$ cat src/verilog/jtpopeye_rom_pkg.sv
package jtpopeye_rom_pkg;

    // Download address map
    localparam logic [21:0] SDRAM_LIMIT = 22'd32768; // First address past the SDRAM code
    localparam int          PROM_COUNT  = 10;        // On-chip PROM targets
    localparam int          PROM_AW     = 13;        // Offset width, sized for the OBJ PROMs

    // Signature at the start of an encrypted set
    localparam logic [7:0] CRYPT_SIG0 = 8'he4;
    localparam logic [7:0] CRYPT_SIG1 = 8'h64;
    localparam logic [7:0] CRYPT_SIG2 = 8'ha5;
    localparam logic [7:0] CRYPT_SIG3 = 8'h46;

    // PROM targets, OBJ entries kept consecutive for the offset decode
    typedef enum logic [3:0] {
        PROM_TIMING_7J  = 4'd0, // Video timing
        PROM_OBJPAL_5B  = 4'd1, // Object palette high
        PROM_OBJPAL_5A  = 4'd2, // Object palette low
        PROM_TXTPAL_3A  = 4'd3, // Text palette
        PROM_BACKPAL_4A = 4'd4, // Background palette
        PROM_TXT_5N     = 4'd5, // Text tiles, second half of file
        PROM_OBJ_0      = 4'd6, // Object graphics
        PROM_OBJ_1      = 4'd7,
        PROM_OBJ_2      = 4'd8,
        PROM_OBJ_3      = 4'd9
    } prom_id_e;

    // Depth in bytes of each target
    function automatic int unsigned prom_depth(prom_id_e id);
        int unsigned depth;
        case (id)
            PROM_TIMING_7J,
            PROM_OBJPAL_5B,
            PROM_OBJPAL_5A:  depth = 256;
            PROM_TXTPAL_3A,
            PROM_BACKPAL_4A: depth = 32;
            PROM_TXT_5N:     depth = 2048;
            PROM_OBJ_0,
            PROM_OBJ_1,
            PROM_OBJ_2,
            PROM_OBJ_3:      depth = 8192;
            default:         depth = 0; // Unused codes 10 to 15
        endcase
        return depth;
    endfunction

    // SDRAM programming port word
    typedef struct packed {
        logic [21:0] addr; // Word address
        logic [7:0]  data; // Byte lane value
        logic [1:0]  mask; // Active low, bit 0 for the low byte
    } sdram_prog_t;

    // One PROM byte write
    typedef struct packed {
        prom_id_e           id;
        logic [PROM_AW-1:0] offset;
        logic [7:0]         data;
    } prom_wr_t;

    // End of download report
    typedef struct packed {
        logic        encrypted; // All four signature bytes matched
        logic [15:0] dropped;   // Bytes with no destination
    } load_status_t;

endpackage

$ cat src/verilog/jtpopeye_crypt_detect.sv
`timescale 1ns/1ps

module jtpopeye_crypt_detect import jtpopeye_rom_pkg::*; (
    input  logic         clk_rom,
    input  logic         rst,
    input  logic         downloading,
    input  logic [21:0]  ioctl_addr,
    input  logic [7:0]   ioctl_data,
    input  logic         ioctl_wr,
    input  logic         drop_stb,
    output load_status_t status,
    output logic         status_stb
);

    logic        dl_q;     // Downloading, one cycle late
    logic        dl_rise;  // Start of a download
    logic        fall_q;   // End of a download seen
    logic        armed;    // Waiting for the signature bytes
    logic        check;    // Signature byte on this cycle
    logic [3:0]  match;    // Per byte compare result
    logic [15:0] drop_cnt; // Bytes dropped so far
    logic [7:0]  sig_byte; // Expected byte for this address

    assign dl_rise = downloading && !dl_q;
    assign check   = (armed || dl_rise) && ioctl_wr && ioctl_addr[21:2] == 20'd0;

    always_comb begin
        case (ioctl_addr[1:0])
            2'd0:    sig_byte = CRYPT_SIG0;
            2'd1:    sig_byte = CRYPT_SIG1;
            2'd2:    sig_byte = CRYPT_SIG2;
            default: sig_byte = CRYPT_SIG3;
        endcase
    end

    always_ff @(posedge clk_rom) begin
        if (rst) begin
            dl_q       <= 1'b0;
            fall_q     <= 1'b0;
            armed      <= 1'b0;
            match      <= 4'd0;
            drop_cnt   <= 16'd0;
            status     <= '0;
            status_stb <= 1'b0;
        end else begin
            dl_q       <= downloading;
            fall_q     <= dl_q && !downloading;
            status_stb <= fall_q; // Second cycle after the falling edge
            if (dl_rise) begin
                armed <= 1'b1;
                match <= 4'd0;
            end
            if (check) begin
                match[ioctl_addr[1:0]] <= ioctl_data == sig_byte;
                if (ioctl_addr[1:0] == 2'd3) begin
                    armed <= 1'b0; // Last signature byte
                end
            end
            if (dl_rise) begin
                drop_cnt <= 16'd0;
            end else if (drop_stb && drop_cnt != 16'hffff) begin
                drop_cnt <= drop_cnt + 16'd1; // Saturates
            end
            if (fall_q) begin
                status <= '{encrypted: &match, dropped: drop_cnt};
            end
        end
    end

endmodule

$ cat config.mk
export PLATFORM = sky130hd
export DESIGN_NAME = jtpopeye_crypt_detect
export DESIGN_NICKNAME = d
export VERILOG_FILES = /design/src/verilog/jtpopeye_rom_pkg.sv /design/src/verilog/jtpopeye_crypt_detect.sv
export SDC_FILE = /design/constraint.sdc
export NUM_CORES = 1
export LEC_CHECK = 0
export BUFFER_PORTS_ARGS = -buffer_cell sky130_fd_sc_hd__buf_2
export CORE_ASPECT_RATIO = 0.8
export CORE_MARGIN = 4
export CORE_UTILIZATION = 30
export CTS_BUF_LIST = sky130_fd_sc_hd__clkbuf_8
export DETAILED_ROUTE_END_ITERATION = 16
export PLACE_DENSITY_LB_ADDON = 0.12
export SKIP_LAST_GASP = 1
export SYNTH_ARGS = -nofsm -noshare
export SYNTH_HDL_FRONTEND = slang
export SYNTH_SLANG_ARGS = --single-unit
export TNS_END_PERCENT = 50
$ cat constraint.sdc
create_clock -name clk_rom -period 3.5 [get_ports clk_rom]
set_input_delay 0.175 -clock clk_rom [delete_from_list [all_inputs] [get_ports clk_rom]]
set_output_delay 0.175 -clock clk_rom [all_outputs]
set_load 0.1 [all_outputs]
==> impl_metrics.csv <==
group,metric,value,unit
floorplanning,pin_count,53,
timing,tns,0,ns
placement,dpl-instance-area,2280,um2
power_and_ir_drop,p_per_area,385,nW/um2
synthesis,syn_area,1970,um2
route,routed_via_density,5.10,
timing,fin_crit_sh,51.3,%
synthesis,synth_top_area_cell,"dfxtp_1",
timing,finalHoldViolations,0,
setup_path,setup.worst_path.end_class,"flip-flop",
global_routing,first_global_vias,1704,
synthesis,synthTopCellsByArea,"dfxtp_1 (42%), mux2i_1 (9.1%), nor2_1 (6.1%)",
route,finalWirelength,4820,um
cts,clock_path_buffers,2,
global_routing,grt_pass1_wl,8190,um
synthesis,ys_seq_area_share,41.6,%
route,vias,1804,
power_and_ir_drop,vdd_ir_drop_max,0.000194,V
synthesis,postSynthAreaPerCell,8.85,um2
floorplanning,die_height,80.5,um
global_routing,grt_max_degree,28,
cts,cts-root-buf,"clkbuf_8",
route,wl_per_cell,13.6,um
synthesis,syn_nets,259,
floorplanning,start_util,30.9,%
placement,io_buffer_count,52,
power_and_ir_drop,swShare,21.5,%
timing,worst_pin_slew,1.01,ns
power_and_ir_drop,leakagePower,0.000947,uW
min_path,hold_path_class,"primary input to flip-flop",
placement,hpwlAfterDp,3580,um
route,firstDrtPassIters,4,
placement,place_ws,1.74,ns
synthesis,yosysTopAreaCellShare,41.6,%
timing,layout_min_cycle_time,1.80,ns
setup_path,crit_type,"flip-flop to flip-flop",
synthesis,yosysUniqueCellTypes,40,
cts,numClockSinks,41,
flow_run,maxCapViolCount,0,
timing,whs,0.0629,ns
cts,cts_tree,"done",
power_and_ir_drop,p_seq_share,51.4,%
cts,holdBufCountCts,0,
setup_path,cp.arrival,2.01,ns
power_and_ir_drop,internal_power,724,uW
synthesis,synth_ff_type,"dfxtp_1",
synthesis,synth_edf_count,0,
placement,gp_congestion,0.771,
global_routing,gr-usage-all-layers,12.8,%
synthesis,yosys_warnings,0,
global_routing,grt-ovfl-total,0,
cts,cts.htree.levels,2,
layout,drive_above_1_share,25.2,%
layout,area_growth,21.6,%
power_and_ir_drop,clkPwrFrac,42.2,%
synthesis,synth_seq_cells,41,
timing,finClkSkew,0.00777,ns
cts,cts_setup_buffers,0,
floorplanning,row_count,26,
timing,setup_viol,0,
outcome,status,"completed",
setup_path,start_kind,"flip-flop",
route,ant_nets,0,
placement,dp.cells,346,
floorplanning,core,6380,um2
floorplanning,die-area,7950,um2
route,drtIter0Drc,59,
synthesis,synthArstFlopShare,0,%
timing,finalMaxSlewViolations,0,
floorplanning,fp.dieW,98.7,um
setup_path,cp.required,3.71,ns
synthesis,netlist_top_cells_count,"dfxtp_1 (41), nor2_1 (32), mux2i_1 (18)",
layout,instances_no_fill,354,
cts,cts_resized,0,
synthesis,post-synth-top-count-cell,"dfxtp_1",
layout,finalNetCount,305,
route,drc,0,
layout,diodes,0,
cts,cts_buffers,5,
cts,clock_latency,0.30,ns
global_routing,antenna_found_initial,0,
timing,slew_headroom,32.4,%
timing,max_freq,557,MHz
timing,rsz0062_at_grt,"false",
power_and_ir_drop,p_comb_share,6.4,%
layout,design_area,2400,um2
setup_path,cp_max_fo,7,
timing,worst_slack,1.70,ns
cts,clk_pin_slew,0.08,ns
synthesis,syn-instance-count,223,
power_and_ir_drop,p_sw,198,uW
==> state kept, by name (all words and copies together), names as in the netlist <==
| register | flops |
|---|---|
| dl_q | 1 |
| match | 4 |
| status | 17 |
| fall_q | 1 |
| armed | 1 |
| drop_cnt | 16 |
| status_stb | 1 |
==> cell families after synthesis <==
kind of cell | after synthesis | synth area share [%]
DFF | 41 | 41.6
and+or+nand+nor | 109 | 32.6
buffers and inverters | 19 | 3.93
adders and majority gates | 1 | 0.634
muxes | 18 | 9.13
AOI/OAI and AO/OA | 35 | 12.1
==> stage by stage <==
stage / total power (uW) / util (%)
finish: 923 / 37.6
global route: 970 / 37.6
CTS: 936 / 37.6
detailed placement: 545 / 35.8
global placement: 545 / 35.8
floorplan: 516 / -
==> critical path: stages (launching register included) <==
cell	delay, ns
dfxtp_1	0.40
ha_1	0.25
nand4_2	0.19
nor4_4	0.47
nor2_1	0.13
a311oi_1	0.27
==> cell usage in the layout (no fill, tap or decap), types with 3 or more instances in the layout <==
cell type	instances
o211ai_1	4
nand3_1	3
clkbuf_8	6
o21ai_0	6
and4_1	5
and3_1	5
nor2_1	32
nand4_1	8
mux2i_1	18
nor2b_1	4
nor3_1	6
nor4_1	5
or4_1	6
inv_1	7
buf_2	52
o31ai_1	3
a211oi_1	3
and2_1	3
dfxtp_1	41
nand2_1	17
a21oi_1	9
==> metal layers <==
layer	routed length (um)	global-route usage, %
met2	2050	18.7
met5	0	0
met1	2500	17.5
met4	97	5.46
met3	177	3.47
==> power groups by stage <==
| stage | logic (uW) | clock network, uW | registers, uW |
|---|---|---|---|
| floorplan | 31.3 | 0 | 485 |
| global placement | 59.5 | 0 | 486 |
| detailed placement | 59.4 | 0 | 486 |
| CTS | 59.7 | 402 | 475 |
| global route | 65.9 | 428 | 475 |
| finish | 58.9 | 389 | 475 |
==> worst paths after layout <==
path | from | end | slack (ns) | cells after the start
min | downloading | fall_q$_SDFF_PP0_ | 0.06 | 2
max | drop_cnt[0]$_SDFFE_PP0P_ | drop_cnt[2]$_SDFFE_PP0P_ | 1.70 | 5
max reg2reg | drop_cnt[0]$_SDFFE_PP0P_ | drop_cnt[2]$_SDFFE_PP0P_ | 1.70 | 5
min reg2reg | match[3]$_SDFF_PP0_ | match[3]$_SDFF_PP0_ | 0.46 | 2
==> cell type report <==
class                           count  area [um2]
Timing Repair Buffer               52         260
Multi-Input combinational cell    163        1070
Clock inverter                      2        33.8
Tap cell                           84         105
Sequential cell                    41         821
Clock buffer                        6        82.6
Fill cell                         678        3980
Inverter                            6        22.5
Power figures use the tool's default switching activity.
