[config.mk]
export PLATFORM = sky130hd
export DESIGN_NAME = jtpopeye_rom_route
export DESIGN_NICKNAME = d
export VERILOG_FILES = /design/src/verilog/jtpopeye_rom_pkg.sv /design/src/verilog/jtpopeye_rom_route.sv
export SDC_FILE = /design/constraint.sdc
export NUM_CORES = 1
export LEC_CHECK = 0
export BUFFER_PORTS_ARGS = -buffer_cell sky130_fd_sc_hd__buf_2
export CORE_UTILIZATION = 46
export DETAILED_ROUTE_END_ITERATION = 8
export PLACE_DENSITY = 0.85
export SLEW_MARGIN = 20
export SYNTH_ARGS = -nofsm -noshare
export SYNTH_HDL_FRONTEND = slang
export SYNTH_SLANG_ARGS = --single-unit
[constraint.sdc]
create_clock -name clk_rom -period 3.6 [get_ports clk_rom]
set_clock_uncertainty 0.2 [all_clocks]
set_input_delay 1.08 -clock clk_rom [delete_from_list [all_inputs] [get_ports clk_rom]]
set_output_delay 1.08 -clock clk_rom [all_outputs]
set_load 0.03 [all_outputs]
[src/verilog/jtpopeye_rom_pkg.sv]
package jtpopeye_rom_pkg;

    // Download address map
    localparam logic [21:0] SDRAM_LIMIT = 22'd32768; // First address past the SDRAM code
    localparam int          PROM_COUNT  = 10;        // On-chip PROM targets
    localparam int          PROM_AW     = 13;        // Offset width, sized for the OBJ PROMs

    // Signature at the start of an encrypted set
    localparam logic [7:0] CRYPT_SIG0 = 8'he4;
    localparam logic [7:0] CRYPT_SIG1 = 8'h64;
    localparam logic [7:0] CRYPT_SIG2 = 8'ha5;
    localparam logic [7:0] CRYPT_SIG3 = 8'h46;

    // PROM targets, OBJ entries kept consecutive for the offset decode
    typedef enum logic [3:0] {
        PROM_TIMING_7J  = 4'd0, // Video timing
        PROM_OBJPAL_5B  = 4'd1, // Object palette high
        PROM_OBJPAL_5A  = 4'd2, // Object palette low
        PROM_TXTPAL_3A  = 4'd3, // Text palette
        PROM_BACKPAL_4A = 4'd4, // Background palette
        PROM_TXT_5N     = 4'd5, // Text tiles, second half of file
        PROM_OBJ_0      = 4'd6, // Object graphics
        PROM_OBJ_1      = 4'd7,
        PROM_OBJ_2      = 4'd8,
        PROM_OBJ_3      = 4'd9
    } prom_id_e;

    // Depth in bytes of each target
    function automatic int unsigned prom_depth(prom_id_e id);
        int unsigned depth;
        case (id)
            PROM_TIMING_7J,
            PROM_OBJPAL_5B,
            PROM_OBJPAL_5A:  depth = 256;
            PROM_TXTPAL_3A,
            PROM_BACKPAL_4A: depth = 32;
            PROM_TXT_5N:     depth = 2048;
            PROM_OBJ_0,
            PROM_OBJ_1,
            PROM_OBJ_2,
            PROM_OBJ_3:      depth = 8192;
            default:         depth = 0; // Unused codes 10 to 15
        endcase
        return depth;
    endfunction

    // SDRAM programming port word
    typedef struct packed {
        logic [21:0] addr; // Word address
        logic [7:0]  data; // Byte lane value
        logic [1:0]  mask; // Active low, bit 0 for the low byte
    } sdram_prog_t;

    // One PROM byte write
    typedef struct packed {
        prom_id_e           id;
        logic [PROM_AW-1:0] offset;
        logic [7:0]         data;
    } prom_wr_t;

    // End of download report
    typedef struct packed {
        logic        encrypted; // All four signature bytes matched
        logic [15:0] dropped;   // Bytes with no destination
    } load_status_t;

endpackage

[src/verilog/jtpopeye_rom_route.sv]
`timescale 1ns/1ps

module jtpopeye_rom_route import jtpopeye_rom_pkg::*; (
    input  logic        clk_rom,
    input  logic        rst,
    input  logic [21:0] ioctl_addr,
    input  logic [7:0]  ioctl_data,
    input  logic        ioctl_wr,
    output sdram_prog_t prog,
    output logic        prog_we,
    output prom_wr_t    prom_req,
    output logic        prom_req_stb,
    output logic        drop_stb
);

    logic               is_sdram;   // Program or graphics code
    logic               is_prom;    // One of the ten PROMs
    prom_id_e           dec_id;     // Decoded target
    logic [PROM_AW-1:0] dec_offset; // Decoded byte offset

    // Address decode for the current byte
    always_comb begin
        is_sdram   = ioctl_addr < SDRAM_LIMIT;
        is_prom    = 1'b0;
        dec_id     = PROM_TIMING_7J;
        dec_offset = '0;
        if (!is_sdram && ioctl_addr[21:17] == 5'd0) begin // Above bit 16 is dropped
            if (!ioctl_addr[16]) begin
                // Bit 15 always set here, bits 14:13 pick the OBJ PROM
                is_prom    = 1'b1;
                dec_id     = prom_id_e'(PROM_OBJ_0 + {2'b00, ioctl_addr[14:13]});
                dec_offset = ioctl_addr[12:0];
            end else if (ioctl_addr[12]) begin
                is_prom    = 1'b1;
                dec_offset = {5'd0, ioctl_addr[7:0]}; // 256-byte PROMs
                case (ioctl_addr[9:8])
                    2'd0: dec_id = PROM_TIMING_7J;
                    2'd1: dec_id = PROM_OBJPAL_5B;
                    2'd2: dec_id = PROM_OBJPAL_5A;
                    default: begin
                        // Palettes share a page, bit 5 splits them
                        dec_id     = ioctl_addr[5] ? PROM_BACKPAL_4A : PROM_TXTPAL_3A;
                        dec_offset = {8'd0, ioctl_addr[4:0]};
                    end
                endcase
            end else if (ioctl_addr[11]) begin
                is_prom    = 1'b1;
                dec_id     = PROM_TXT_5N; // Upper half of the text file
                dec_offset = {2'd0, ioctl_addr[10:0]};
            end
            // Bits 12:11 at 00 fall through as a drop
        end
    end

    // Strobes, one destination per byte
    always_ff @(posedge clk_rom) begin
        if (rst) begin
            prog_we      <= 1'b0;
            prom_req_stb <= 1'b0;
            drop_stb     <= 1'b0;
        end else begin
            prog_we      <= ioctl_wr && is_sdram;
            prom_req_stb <= ioctl_wr && is_prom;
            drop_stb     <= ioctl_wr && !is_sdram && !is_prom;
        end
    end

    // Payload registers, held until the next byte of the same kind
    always_ff @(posedge clk_rom) begin
        if (ioctl_wr && is_sdram) begin
            prog <= '{
                addr: {1'b0, ioctl_addr[21:1]},          // Byte address halved
                data: ioctl_data,
                mask: {~ioctl_addr[0], ioctl_addr[0]}    // Even byte enables bit 0
            };
        end
        if (ioctl_wr && is_prom) begin
            prom_req <= '{id: dec_id, offset: dec_offset, data: ioctl_data};
        end
    end

    // Never more than one destination
    a_one_dest: assert property (@(posedge clk_rom) disable iff (rst)
        $onehot0({prog_we, prom_req_stb, drop_stb}))
        else $error("route: more than one destination strobe");

endmodule

==> results.md <==
- Outcome: finished, final reports clean
- Asr flop ratio synth: 0%
- First-pass GRT wire length: 5730 µm
- I/O Buffers: between 90 and 100
- Die ar.: 0.00475 mm²
- Power Density: ~530 mW/mm²
- Setup crit end kind: flop
- Number of fill cells: around 270
- WL per Instance: 16.2 µm
- Count leader, synth: edfxtp_1
- Synth Register Bits: a little under 60
- Post-Syn Nets: approximately 140
- Placement Cell Area: roughly 0.0026 mm²
- Top post-synthesis cells by count: edfxtp_1, and2_1, and3_1, nor2_1
- Worst Hold End: prog[10]
- Post-layout nets: around 250
- Setup-failing EPs final: 0
- Setup TNS: 0 ps
- Syn-to-layout area delta: 37.1%
- FP Rows: 23
- Main synth FF type: edfxtp_1
- Worst slew pin tran: between 600 and 700 ps
- Yosys cell types: 27
- Max IR drop VDD: around 0.21 mV
- Vias per inst: between 4 and 5
- Die Height: about 69 µm
- Ranking of synthesized cells by area: edfxtp_1, dfxtp_1, and2_1
- Layout cell share with drive strength beyond 1: 51.6%
- DP Wirelength: approximately 3000 µm
- Initial Util: between 40% and 50%
- Mapped Cells: 109
- Post-synth top area cell: edfxtp_1
- Most congested layer reported by global routing: met2
- Total number of vias: about 1.3k
- Antenna Cells: 0
- Register Area: approximately 0.0017 mm²
- Max Cap Viol: 0
- CP max FO: 25
- Met2 usage: a little under a third
- Setup crit start kind: primary input
- Fmax: ~370 MHz
- Post-CTS Setup Bufs: 0
- Yosys top cell area share: about four fifths
- Total CTS buffers: 9
- Clk root buf: clkbuf_8
- Core Box Area: roughly 0.0041 mm²
- Syn avg cell area: 18.9 µm²
- Hold Startpoint: ioctl_addr[1]
- Met1 GRT Util: between 10% and 20%
- Req. time, crit path: ~3400 ps
- Final GP Congestion: ~0.76
- EDFF count, synth: 56
- Fin area: roughly 0.0028 mm²
- CTS H-tree depth: 3
- Seq/Total Area, Yosys: around 85%
- Width of the chip: between 60 and 70 µm
- Clock Sink Count: between 50 and 60
- Met3 usage: roughly 8%
- Largest net degree at the start of global routing: 26
- Antenna violations before repair: 0
- Min Tclk post-route: ~2700 ps
- TritonRoute pass-1 iters: 4
- Synthesized area: between 0.002 and 0.0025 mm²
- PnR Total Power: 1500 µW
- Hold path cells: 1
- GR Overflow Total: 0
- Multi-input combinational cell area: 294 µm²
- Post_cts resized: 0
- Rel. slew slack: ~57%
- Synthesis Warnings: 0
- Post-CTS Hold Buffers: 0
- CTS tree: yes
- Worst-path clk slew: 60 ps
- Crit path DAT: roughly 2500 ps
- Final wirelength: between 4000 and 5000 µm
- GRT Total Usage: a little under a fifth
- Fin crit share: around 75%
- Pins Over Slew Limit: 0
- Vias in the first global route: 1,188
- DRC Markers: 0
- Clock Path Buffers: 2
- RSZ-0062 raised after global routing: no
- Ports: 93
- Min-Delay Path Class: primary input to flop
- Final-report hold violation count: 0
- CP Class: primary input to flop
- Lkg Pwr: between 0.001 and 0.0015 µW
- Remaining antenna violation count: 0
- Iteration-0 DRC Markers: around 110
[sequential cells by signal, indices dropped and copies added, names as in the netlist]
signal        flops
prog             31
prog_we           1
drop_stb          1
prom_req_stb      1
prom_req         25
[final cells by class]
class	count	share of cell area, %
Multi-Input combinational cell	45	10.4
Tap cell	50	2.22
Timing Repair Buffer	95	17.2
Sequential cell	59	61.7
Clock inverter	6	3.68
Inverter	2	0.266
Clock buffer	10	4.52
[worst max-delay path: stages]
cell	delay (ps)
buf_2	110
or4_4	570
nor4_4	280
and2_1	150
buf_4	300
[how the worst max path moves through the flow]
| stage | from | endpoint | slack, ps |
|---|---|---|---|
| finish | ioctl_addr[21] | prom_req[5] | 890 |
| global route | ioctl_addr[21] | prom_req[5] | 840 |
| CTS | ioctl_addr[21] | prom_req[5] | 890 |
| detailed placement | ioctl_addr[21] | prom_req[5] | 540 |
| global placement | ioctl_addr[21] | prom_req[3] | 580 |
| floorplan | ioctl_addr[21] | prom_req[0] | 310 |
[layer usage]
metal  vias to the layer above  share of wire, %  wire (µm)
met5                         -                 0          0
met3                        18               8.9        385
met2                        83                50       2160
li1                        623                 -          -
met4                         0               5.0        214
met1                       608                36       1560
[kinds of logic (layout without fill, tap and decap cells)]
family,count (synthesis),count (layout),synth area share [%]
simple gates,38,38,12.0
compound gates,6,6,2.07
flops,59,59,84.6
other cells,1,1,0.182
buf+inv,5,113,1.15
[layout by cell type, fill, tap and decap left out, drive strengths merged, types with 2 or more instances in the layout]
cell / netlist / layout
buf: 2 / 95
edfxtp: 56 / 56
clkbuf: 1 / 10
and2: 9 / 9
and3: 7 / 7
nor2: 4 / 4
nand2b: 3 / 3
bufinv: 0 / 3
dfxtp: 3 / 3
clkinv: 0 / 3
nor4: 3 / 3
inv: 2 / 2
nand4: 2 / 2
nand2: 2 / 2
a21oi: 2 / 2
a311oi: 2 / 2
nor3: 2 / 2
[where the power goes]
part           internal [µW]  switching (µW)
combinational           21.0            36.9
sequential               752            1.07
clock                    455             235
[through the flow]
step                hold WS [ps]  std cells  util (%)  setup WS, ps
floorplan                    959        109         -           313
global placement            1070        251      62.5           584
detailed placement          1070        251      62.5           541
CTS                          719        267      68.1           889
global route                 719        267      68.1           838
finish                       736        267      68.1           890
No activity file was read; power rests on OpenSTA's default activity.
